===== config.mk =====
export PLATFORM = sky130hd
export DESIGN_NAME = raybox_top
export DESIGN_NICKNAME = d
export VERILOG_FILES = /design/src/common/raybox_pkg.sv /design/src/common/raybox_ifs.sv /design/src/vga_sync.sv /design/src/player_state.sv /design/src/map/map_rom.sv /design/src/map/map_overlay.sv /design/src/pixel_colour.sv /design/src/raybox_top.sv
export VERILOG_INCLUDE_DIRS = /design/src /design/src/common
export SDC_FILE = /design/constraint.sdc
export NUM_CORES = 1
export LEC_CHECK = 0
export BUFFER_PORTS_ARGS = -buffer_cell sky130_fd_sc_hd__buf_2
export CAP_MARGIN = 30
export CORE_MARGIN = 2
export CORE_UTILIZATION = 52
export DETAILED_ROUTE_END_ITERATION = 10
export PLACE_DENSITY = 0.9
export SLEW_MARGIN = 20
export SYNTH_ARGS = -nofsm -noshare
export SYNTH_HDL_FRONTEND = slang
export SYNTH_SLANG_ARGS = --single-unit

===== constraint.sdc =====
create_clock -name clk -period 4.4 [get_ports clk]
set_clock_uncertainty 0.1 [all_clocks]
set_input_delay 0.88 -clock clk [delete_from_list [all_inputs] [get_ports clk]]
set_output_delay 0.88 -clock clk [all_outputs]
set_load 0.05 [all_outputs]

===== src/common/raybox_consts.svh =====
// ~~~~~~~~~~~~~~~~~~~~~~~~~~~~~~~~~~~~~~~~~~~~~~~~~~
// Shared constants for the VGA test-pattern engine
// Video timing, Q12.12 format, map overlay geometry,
// border limits, start pose and per-frame move step
// ~~~~~~~~~~~~~~~~~~~~~~~~~~~~~~~~~~~~~~~~~~~~~~~~~~
`ifndef RAYBOX_CONSTS_SVH
`define RAYBOX_CONSTS_SVH

// Fixed point pose format, Q12.12
`define FIX_INT_BITS      12
`define FIX_FRAC_BITS     12

// 640x480 at 25 MHz pixel clock
`define H_VISIBLE         640
`define H_FRONT           16
`define H_SYNC            96
`define H_BACK            48
`define H_TOTAL           (`H_VISIBLE + `H_FRONT + `H_SYNC + `H_BACK)   // 800
`define V_VISIBLE         480
`define V_FRONT           10
`define V_SYNC            2
`define V_BACK            33
`define V_TOTAL           (`V_VISIBLE + `V_FRONT + `V_SYNC + `V_BACK)   // 525

`define MAP_SCALE         4       // Log2 of pixels per map cell
`define MAP_CELLS         16      // Cells per map side
`define MAP_OVERLAY_SIZE  257     // 16 cells of 16 px plus closing gridline

`define BORDER_LEFT       66
`define BORDER_RIGHT      574

`define PLAYER_MOVE       80      // 80/4096 of a cell per frame

// Start pose, raw Q12.12
`define START_PLAYER_X    6144    // 1.5
`define START_PLAYER_Y    55296   // 13.5
`define START_FACING_X    0
`define START_FACING_Y    (-4096) // -1.0, facing up the map
`define START_VPLANE_X    2048    // 0.5
`define START_VPLANE_Y    0

`endif


===== src/common/raybox_pkg.sv =====
// ~~~~~~~~~~~~~~~~~~~~~~~~~~~~~~~~~~~~~~~~~~~~~~~~~~
// Type package for the VGA test-pattern engine
// Fixed point, scan position, colour and map types
// ~~~~~~~~~~~~~~~~~~~~~~~~~~~~~~~~~~~~~~~~~~~~~~~~~~
`include "raybox_consts.svh"

package raybox_pkg;

    // Signed Q12.12 pose component
    typedef logic signed [`FIX_INT_BITS+`FIX_FRAC_BITS-1:0] fixed_t;

    // Screen x or y, covers 0..799
    typedef logic [9:0] pixel_coord_t;

    // Free running frame number
    typedef logic [10:0] frame_count_t;

    // One RGB channel, 2 bits per colour
    typedef logic [1:0] colour_t;

    // Map row or column, 16 cells per side
    typedef logic [3:0] map_index_t;

    // Map cell contents
    // 0 empty, 2 pillar, 3 outer wall
    typedef logic [1:0] map_val_t;

endpackage


===== src/common/raybox_ifs.sv =====
// ~~~~~~~~~~~~~~~~~~~~~~~~~~~~~~~~~~~~~~~~~~~~~~~~~~
// Internal interfaces
// scan_if carries scan position and frame timing
// pose_if carries the player pose registers
// ~~~~~~~~~~~~~~~~~~~~~~~~~~~~~~~~~~~~~~~~~~~~~~~~~~
`timescale 1ns/1ps

interface scan_if
    import raybox_pkg::*;
();
    pixel_coord_t h;        // Current pixel x
    pixel_coord_t v;        // Current pixel y
    logic         visible;  // Inside the 640x480 window
    logic         tick;     // One clock at h==0, v==0
    frame_count_t frame;

    modport source (output h, output v, output visible, output tick, output frame);
    modport sink   (input  h, input  v, input  visible, input  tick, input  frame);
endinterface

interface pose_if
    import raybox_pkg::*;
();
    fixed_t player_x;
    fixed_t player_y;
    fixed_t facing_x;   // Heading vector
    fixed_t facing_y;
    fixed_t vplane_x;   // View plane, heading turned 90 deg and scaled
    fixed_t vplane_y;

    modport owner (
        output player_x, output player_y,
        output facing_x, output facing_y,
        output vplane_x, output vplane_y
    );
    modport reader (
        input  player_x, input  player_y,
        input  facing_x, input  facing_y,
        input  vplane_x, input  vplane_y
    );
endinterface


===== src/vga_sync.sv =====
// ~~~~~~~~~~~~~~~~~~~~~~~~~~~~~~~~~~~~~~~~~~~~~~~~~~
// VGA 640x480 sync generator
// Scan counters, sync pulses, visible window,
// frame counter and frame-start tick
// ~~~~~~~~~~~~~~~~~~~~~~~~~~~~~~~~~~~~~~~~~~~~~~~~~~
`timescale 1ns/1ps
`include "raybox_consts.svh"

module vga_sync
    import raybox_pkg::*;
(
    input  logic   clk,
    input  logic   reset,
    scan_if.source scan,
    output logic   hsync,    // Active low
    output logic   vsync     // Active low
);

    localparam int H_SYNC_START = `H_VISIBLE + `H_FRONT;    // 656
    localparam int H_SYNC_END   = H_SYNC_START + `H_SYNC;   // First h after pulse, 752
    localparam int V_SYNC_START = `V_VISIBLE + `V_FRONT;    // 490
    localparam int V_SYNC_END   = V_SYNC_START + `V_SYNC;   // 492

    pixel_coord_t h;
    pixel_coord_t v;
    frame_count_t frame;
    logic         h_last;   // Last clock of a line
    logic         v_last;   // Last line of a frame

    assign h_last = (h == pixel_coord_t'(`H_TOTAL - 1));
    assign v_last = (v == pixel_coord_t'(`V_TOTAL - 1));

    always_ff @(posedge clk) begin
        if (reset) begin
            h     <= '0;
            v     <= '0;
            frame <= '0;
        end else if (h_last) begin
            h <= '0;            // Line wrap
            if (v_last) begin
                v     <= '0;
                frame <= frame + 1'b1;  // Counts whole frames
            end else begin
                v <= v + 1'b1;
            end
        end else begin
            h <= h + 1'b1;
        end
    end

    // Sync pulses decoded straight from the counters
    assign hsync = !(h >= H_SYNC_START && h < H_SYNC_END);
    assign vsync = !(v >= V_SYNC_START && v < V_SYNC_END);

    assign scan.h       = h;
    assign scan.v       = v;
    assign scan.frame   = frame;
    assign scan.visible = (h < `H_VISIBLE) && (v < `V_VISIBLE);
    assign scan.tick    = (h == '0) && (v == '0);   // Start of frame, animation step

endmodule


===== src/player_state.sv =====
// ~~~~~~~~~~~~~~~~~~~~~~~~~~~~~~~~~~~~~~~~~~~~~~~~~~
// Player pose registers
// Start pose on reset, host overwrite on visible
// rows, per-frame motion on the frame-start tick
// ~~~~~~~~~~~~~~~~~~~~~~~~~~~~~~~~~~~~~~~~~~~~~~~~~~
`timescale 1ns/1ps
`include "raybox_consts.svh"

module player_state
    import raybox_pkg::*;
(
    input  logic   clk,
    input  logic   reset,
    scan_if.sink   scan,
    input  logic   move_l,
    input  logic   move_r,
    input  logic   move_f,
    input  logic   move_b,
    input  logic   write_new_position,  // Host load of the new_* values
    input  fixed_t new_player_x,
    input  fixed_t new_player_y,
    input  fixed_t new_facing_x,
    input  fixed_t new_facing_y,
    input  fixed_t new_vplane_x,
    input  fixed_t new_vplane_y,
    pose_if.owner  pose
);

    localparam fixed_t MOVE_STEP = fixed_t'(`PLAYER_MOVE);

    fixed_t player_x;
    fixed_t player_y;
    fixed_t facing_x;
    fixed_t facing_y;
    fixed_t vplane_x;
    fixed_t vplane_y;
    logic   host_load;

    // Host writes only land while rows are being drawn
    assign host_load = (scan.v < `V_VISIBLE) && write_new_position;

    always_ff @(posedge clk) begin
        if (reset) begin
            player_x <= fixed_t'(`START_PLAYER_X);
            player_y <= fixed_t'(`START_PLAYER_Y);
            facing_x <= fixed_t'(`START_FACING_X);
            facing_y <= fixed_t'(`START_FACING_Y);
            vplane_x <= fixed_t'(`START_VPLANE_X);
            vplane_y <= fixed_t'(`START_VPLANE_Y);
        end else if (host_load) begin
            player_x <= new_player_x;
            player_y <= new_player_y;
            facing_x <= new_facing_x;
            facing_y <= new_facing_y;
            vplane_x <= new_vplane_x;
            vplane_y <= new_vplane_y;
        end else if (scan.tick) begin
            // Axis aligned steps, left wins over right
            if (move_l)
                player_x <= player_x - MOVE_STEP;
            else if (move_r)
                player_x <= player_x + MOVE_STEP;

            // Forward is up the map, i.e. smaller y
            if (move_f)
                player_y <= player_y - MOVE_STEP;
            else if (move_b)
                player_y <= player_y + MOVE_STEP;
        end
    end

    assign pose.player_x = player_x;
    assign pose.player_y = player_y;
    assign pose.facing_x = facing_x;
    assign pose.facing_y = facing_y;
    assign pose.vplane_x = vplane_x;
    assign pose.vplane_y = vplane_y;

endmodule


===== src/map/map_rom.sv =====
// ~~~~~~~~~~~~~~~~~~~~~~~~~~~~~~~~~~~~~~~~~~~~~~~~~~
// 16x16 map contents as combinational logic
// Outer wall ring with a grid of pillars inside
// ~~~~~~~~~~~~~~~~~~~~~~~~~~~~~~~~~~~~~~~~~~~~~~~~~~
`timescale 1ns/1ps
`include "raybox_consts.svh"

module map_rom
    import raybox_pkg::*;
(
    input  map_index_t row,
    input  map_index_t col,
    output map_val_t   val
);

    localparam map_index_t LAST_CELL = map_index_t'(`MAP_CELLS - 1);

    logic on_edge;      // Outer ring of cells
    logic on_pillar;    // Even row and even column

    assign on_edge = (row == '0) || (row == LAST_CELL)
                  || (col == '0) || (col == LAST_CELL);

    assign on_pillar = !row[0] && !col[0];

    always_comb begin
        if (on_edge)
            val = map_val_t'(3);    // Outer wall
        else if (on_pillar)
            val = map_val_t'(2);
        else
            val = '0;               // Open floor
    end

endmodule


===== src/map/map_overlay.sv =====
// ~~~~~~~~~~~~~~~~~~~~~~~~~~~~~~~~~~~~~~~~~~~~~~~~~~
// Top-left map overlay
// Region, gridline, player cell and player pixel
// detection, and the overlay colour
// ~~~~~~~~~~~~~~~~~~~~~~~~~~~~~~~~~~~~~~~~~~~~~~~~~~
`timescale 1ns/1ps
`include "raybox_consts.svh"

module map_overlay
    import raybox_pkg::*;
(
    scan_if.sink   scan,
    pose_if.reader pose,
    input  logic    show_map,
    output logic    in_overlay,
    output colour_t overlay_red,
    output colour_t overlay_green,
    output colour_t overlay_blue
);

    localparam int IDX_BITS = $bits(map_index_t);

    map_index_t cell_col;       // Map cell under the scan
    map_index_t cell_row;
    map_index_t player_col;     // Low integer bits of the player position
    map_index_t player_row;
    map_val_t   cell_val;
    logic       in_gridline;
    logic       in_player_cell;
    logic       in_player_pixel;

    assign cell_col   = scan.h[`MAP_SCALE +: IDX_BITS];
    assign cell_row   = scan.v[`MAP_SCALE +: IDX_BITS];
    assign player_col = pose.player_x[`FIX_FRAC_BITS +: IDX_BITS];
    assign player_row = pose.player_y[`FIX_FRAC_BITS +: IDX_BITS];

    map_rom map_rom_i (
        .row (cell_row),
        .col (cell_col),
        .val (cell_val)
    );

    assign in_overlay = show_map && (scan.h < `MAP_OVERLAY_SIZE) && (scan.v < `MAP_OVERLAY_SIZE);

    // First pixel of each cell in either axis draws the grid
    assign in_gridline = (scan.h[`MAP_SCALE-1:0] == '0) || (scan.v[`MAP_SCALE-1:0] == '0);

    assign in_player_cell = (cell_col == player_col) && (cell_row == player_row);

    // Top fraction bits pick the pixel inside the cell
    assign in_player_pixel = in_player_cell
        && (scan.h[`MAP_SCALE-1:0] == pose.player_x[`FIX_FRAC_BITS-1 -: `MAP_SCALE])
        && (scan.v[`MAP_SCALE-1:0] == pose.player_y[`FIX_FRAC_BITS-1 -: `MAP_SCALE]);

    always_comb begin
        if (in_player_pixel)
            {overlay_red, overlay_green, overlay_blue} = {2'd3, 2'd3, 2'd0};   // Yellow
        else if (in_player_cell)
            {overlay_red, overlay_green, overlay_blue} = {2'd0, 2'd1, 2'd0};   // Dark green
        else if (in_gridline)
            {overlay_red, overlay_green, overlay_blue} = {2'd0, 2'd0, 2'd1};   // Dark blue
        else
            {overlay_red, overlay_green, overlay_blue} = {2'd0, 2'd0, cell_val};
    end

endmodule


===== src/pixel_colour.sv =====
// ~~~~~~~~~~~~~~~~~~~~~~~~~~~~~~~~~~~~~~~~~~~~~~~~~~
// Pixel colour select
// Overlay over border over ceiling and floor,
// blanked outside the visible window
// ~~~~~~~~~~~~~~~~~~~~~~~~~~~~~~~~~~~~~~~~~~~~~~~~~~
`timescale 1ns/1ps
`include "raybox_consts.svh"

module pixel_colour
    import raybox_pkg::*;
(
    scan_if.sink    scan,
    input  logic    in_overlay,
    input  colour_t overlay_red,
    input  colour_t overlay_green,
    input  colour_t overlay_blue,
    output colour_t red,
    output colour_t green,
    output colour_t blue
);

    localparam int HALF_HEIGHT = `V_VISIBLE / 2;

    logic    in_border;
    logic    ceiling;
    colour_t background;    // Grey level, same on all channels
    colour_t r;             // Ungated colour
    colour_t g;
    colour_t b;

    assign in_border  = (scan.h < `BORDER_LEFT) || (scan.h >= `BORDER_RIGHT);
    assign ceiling    = scan.v < HALF_HEIGHT;
    assign background = ceiling ? colour_t'(1) : colour_t'(2);   // Dark over light grey

    always_comb begin
        if (in_overlay) begin
            r = overlay_red;
            g = overlay_green;
            b = overlay_blue;
        end else if (in_border) begin
            r = colour_t'(1);       // Dark purple
            g = '0;
            b = colour_t'(1);
        end else begin
            r = background;
            g = background;
            b = background;
        end
    end

    // Black during blanking
    assign red   = scan.visible ? r : '0;
    assign green = scan.visible ? g : '0;
    assign blue  = scan.visible ? b : '0;

endmodule


===== src/raybox_top.sv =====
// ~~~~~~~~~~~~~~~~~~~~~~~~~~~~~~~~~~~~~~~~~~~~~~~~~~
// VGA test-pattern engine top level
// Sync, player state, map overlay and colour select
// ~~~~~~~~~~~~~~~~~~~~~~~~~~~~~~~~~~~~~~~~~~~~~~~~~~
`timescale 1ns/1ps

module raybox_top
    import raybox_pkg::*;
(
    input  logic         clk,
    input  logic         reset,
    input  logic         show_map,          // Map overlay on
    input  logic         move_l,
    input  logic         move_r,
    input  logic         move_f,
    input  logic         move_b,
    input  logic         write_new_position,
    input  fixed_t       new_player_x,
    input  fixed_t       new_player_y,
    input  fixed_t       new_facing_x,
    input  fixed_t       new_facing_y,
    input  fixed_t       new_vplane_x,
    input  fixed_t       new_vplane_y,
    output colour_t      red,
    output colour_t      green,
    output colour_t      blue,
    output logic         hsync,
    output logic         vsync,
    output pixel_coord_t px,                // Scan x
    output pixel_coord_t py,                // Scan y
    output frame_count_t frame_num
);

    scan_if scan ();
    pose_if pose ();

    logic    in_overlay;
    colour_t overlay_red;
    colour_t overlay_green;
    colour_t overlay_blue;

    vga_sync vga_sync_i (
        .clk   (clk),
        .reset (reset),
        .scan  (scan.source),
        .hsync (hsync),
        .vsync (vsync)
    );

    player_state player_state_i (
        .clk                (clk),
        .reset              (reset),
        .scan               (scan.sink),
        .move_l             (move_l),
        .move_r             (move_r),
        .move_f             (move_f),
        .move_b             (move_b),
        .write_new_position (write_new_position),
        .new_player_x       (new_player_x),
        .new_player_y       (new_player_y),
        .new_facing_x       (new_facing_x),
        .new_facing_y       (new_facing_y),
        .new_vplane_x       (new_vplane_x),
        .new_vplane_y       (new_vplane_y),
        .pose               (pose.owner)
    );

    map_overlay map_overlay_i (
        .scan          (scan.sink),
        .pose          (pose.reader),
        .show_map      (show_map),
        .in_overlay    (in_overlay),
        .overlay_red   (overlay_red),
        .overlay_green (overlay_green),
        .overlay_blue  (overlay_blue)
    );

    pixel_colour pixel_colour_i (
        .scan          (scan.sink),
        .in_overlay    (in_overlay),
        .overlay_red   (overlay_red),
        .overlay_green (overlay_green),
        .overlay_blue  (overlay_blue),
        .red           (red),
        .green         (green),
        .blue          (blue)
    );

    assign px        = scan.h;
    assign py        = scan.v;
    assign frame_num = scan.frame;

endmodule


==> impl_metrics.yaml <==
routing:
  first_pass_iters: 5
  vias: 4087
  drt_iter0_markers: 331
  vias_per_cell: 6.037
  route.detailed.drc: 0
  antenna_left: 0
  wl_per_cell_um: 15.96
  totalWireLength_um: 10800
layout:
  mostFrequentLayoutCells: "buf_2 (70), nor2_1 (68), dfxtp_1 (55)"
  drive_gt1_share_pct: 17.22
  num-fill-cells: 685
  ff_latch_area_um2: 1101
  multi_input_area_um2: 2885
  fin_util_pct: 59.60
  finalNetCount: 755
  postLayoutCellArea_um2: 4629
  area_delta_synth_final_pct: 10.09
  layout_commonest_cell: "buf_2"
  n_antenna_cell: 0
pwr:
  leakage_nw: 1.980
  pwr-share-seq_pct: 44.2
  clkPwrFrac_pct: 24.8
  switchingPower_mw: 0.4470
  pwr-share-comb_pct: 30.9
  power_density_nw_per_um2: 270.1
  swShare_pct: 35.75
  peakVddDrop_uv: 159.3
  p_int_mw: 0.8034
die:
  core_area_um2: 7767
  ios: 191
  start_util_pct: 54.14
  die_h_um: 93.93
  fp-row-count: 32
  die_w_um: 93.93
  dieArea_um2: 8823
timing:
  timing.setup.tns_ns: 0
  whs_ns: 0.3953
  slew_headroom_pct: 44.67
  finalHoldViolations: 0
  rsz0062_at_grt: "no"
  timing.final.crit_period_ns: 3.543
  setup_ws_ns: 0.8566
  worstMarginPinSlew_ns: 0.8299
  finalCritPeriodShare_pct: 80.53
  report.final.slew_viol_count: 0
  finalSetupViolCount: 0
  fmax_ghz: 0.2822
synth:
  yosys_most_used_dff: "dfxtp_1"
  yosysWarningCount: 0
  syn_avg_cell_area_um2: 8.010
  syn-num-nets: 706
  synth_cells: 525
  ys_seq_elements: 55
  synth_area_um2: 4205
  ys_seq_area_share_pct: 26.18
  async_reset_ff_share_pct: 0
  synth_cell_types: 68
  synth_edf_count: 0
critical_path:
  worst-setup-path-type: "reg2out"
  worstSetupEndpointType: "output pin"
  required_ns: 3.42
  crit_arrival_ns: 2.56
  cp-start-kind: "register"
  crit_fanout: 9
clock_tree:
  post_cts_buffers: 0
  ctsResizeCount: 0
  cts_hold_buf: 0
  clock_sinks: 55
  cts_root_buffer: "clkbuf_8"
  clk_pin_slew_worst_paths_ns: 0.11
  h-tree-depth: 2
  cts_buffers: 5
  clkLatencyLatePin_ns: 0.32
  cts_buffer_depth: 2
  tritoncts: "yes"
global_route:
  grt_pass1_vias: 3797
  antenna_found_initial: 0
  grt_busiest_layer: "met2"
  grt_use_total_pct: 24.33
  grt_remaining_overflow: 0
  grt_max_degree: 44
  groute.layer.met2.usage_pct: 43.93
  grt_first_pass_wirelength_um: 17460
  met3_usage_pct: 3.050
  use_met1_pct: 30.27
place:
  dp_hpwl_um: 7866
  numPortBuffers: 70
  placed_area_um2: 4532
  place_congestion: 0.9391
  pre_cts_ws_ns: 1.070
worst_hold_path:
  worstHoldPathType: "reg2reg"
flow_run:
  cap_violations: 0
outcome:
  outcome: "finished clean"
## power by group through the flow
stage	logic, mW	registers (mW)	clock network (mW)
2_1_floorplan	0.297	0.561	0
6_report	0.387	0.553	0.311
5_1_grt	0.426	0.555	0.331
3_3_place_gp	0.360	0.562	0
3_5_place_dp	0.377	0.563	0
4_1_cts	0.381	0.552	0.311
## cells in the mapped netlist, drive strengths merged (2+ instances only)
cell type  instances  area [µm²]
o211ai             3       22.52
or2                2       12.51
a21oi             29       148.9
nand2             46       172.7
nand4             17       127.6
nor4bb             2       20.02
ha                27       337.8
and3b              2       17.52
nor3              18       106.4
and3               6       37.54
o21ai             21       105.1
a211oi            15       122.6
nand2b             6       37.54
a22oi              2       15.01
o21bai             3       22.52
nor2b              4       25.02
xor2              27       236.5
nor2              68       255.2
clkbuf            15       57.55
buf               14       101.3
nor4               7       95.09
a31oi              7       43.79
inv               16       60.06
or4                2       15.01
xnor2             26       227.7
a21o               4       30.03
or3                8       55.05
o22ai              2       12.51
o21a               4       30.03
nand3b             8       60.06
nand3             20       110.1
fa                 2       40.04
a311oi             3       26.28
dfxtp             55        1101
o31ai              6       45.04
mux2i             11       110.1
## per-layer routing
metal | wire, µm | share of wire (%)
met5 | 0 | 0
met4 | 179 | 1.7
met3 | 735 | 6.8
met2 | 5544 | 51
met1 | 4342 | 40
## through the flow
step	cells	power [mW]
detailed placement	669	0.9397
finish	677	1.250
global route	677	1.313
CTS	677	1.244
global placement	669	0.9220
floorplan	525	0.8580
## cell families after synthesis
| family | count (synthesis) | synth area share (%) |
|---|---|---|
| flip-flops | 55 | 26.18 |
| AND/OR/NAND/NOR | 223 | 28.98 |
| buffers and inverters | 45 | 5.207 |
| adder cells (fa/ha/maj) | 29 | 8.985 |
| multiplexers | 11 | 2.618 |
| AO/OA/AOI/OAI | 109 | 16.99 |
| XOR/XNOR | 53 | 11.04 |
## worst max-delay path: stages, from the launching register on
cell	delay (ns)
dfxtp_1	0.46
nor4_4	0.45
nand3_1	0.15
a22oi_1	0.18
nand3_1	0.23
a21boi_0	0.22
nor3_1	0.24
buf_2	0.30
## worst paths after layout
check	endpoint	from	slack, ns	cells past startpoint
worst min register to register	player_state_i.pose.player_x[6]	player_state_i.pose.player_x[6]	0.40	2
worst min-delay path	player_state_i.pose.player_x[6]	player_state_i.pose.player_x[6]	0.40	2
worst max-delay path	blue[1]	vga_sync_i.scan.v[5]	0.86	7
worst max register to register	player_state_i.pose.player_y[15]	vga_sync_i.scan.v[1]	1.75	8
## final cells by class
class,instances,area share (%)
clock buffer,5,1.486
clock inverter,3,0.6216
inverter,16,1.297
multi-input combinational,425,62.32
sequential,55,23.78
tap,102,2.757
timing repair buffer,71,7.730
## flip-flops by register name, indices dropped and copies added, names as in the netlist
register	cells
player_state_i.pose.player_x	12
player_state_i.pose.player_y	12
vga_sync_i.scan.frame	11
vga_sync_i.scan.h	10
vga_sync_i.scan.v	10
Power figures use the tool's default switching activity.
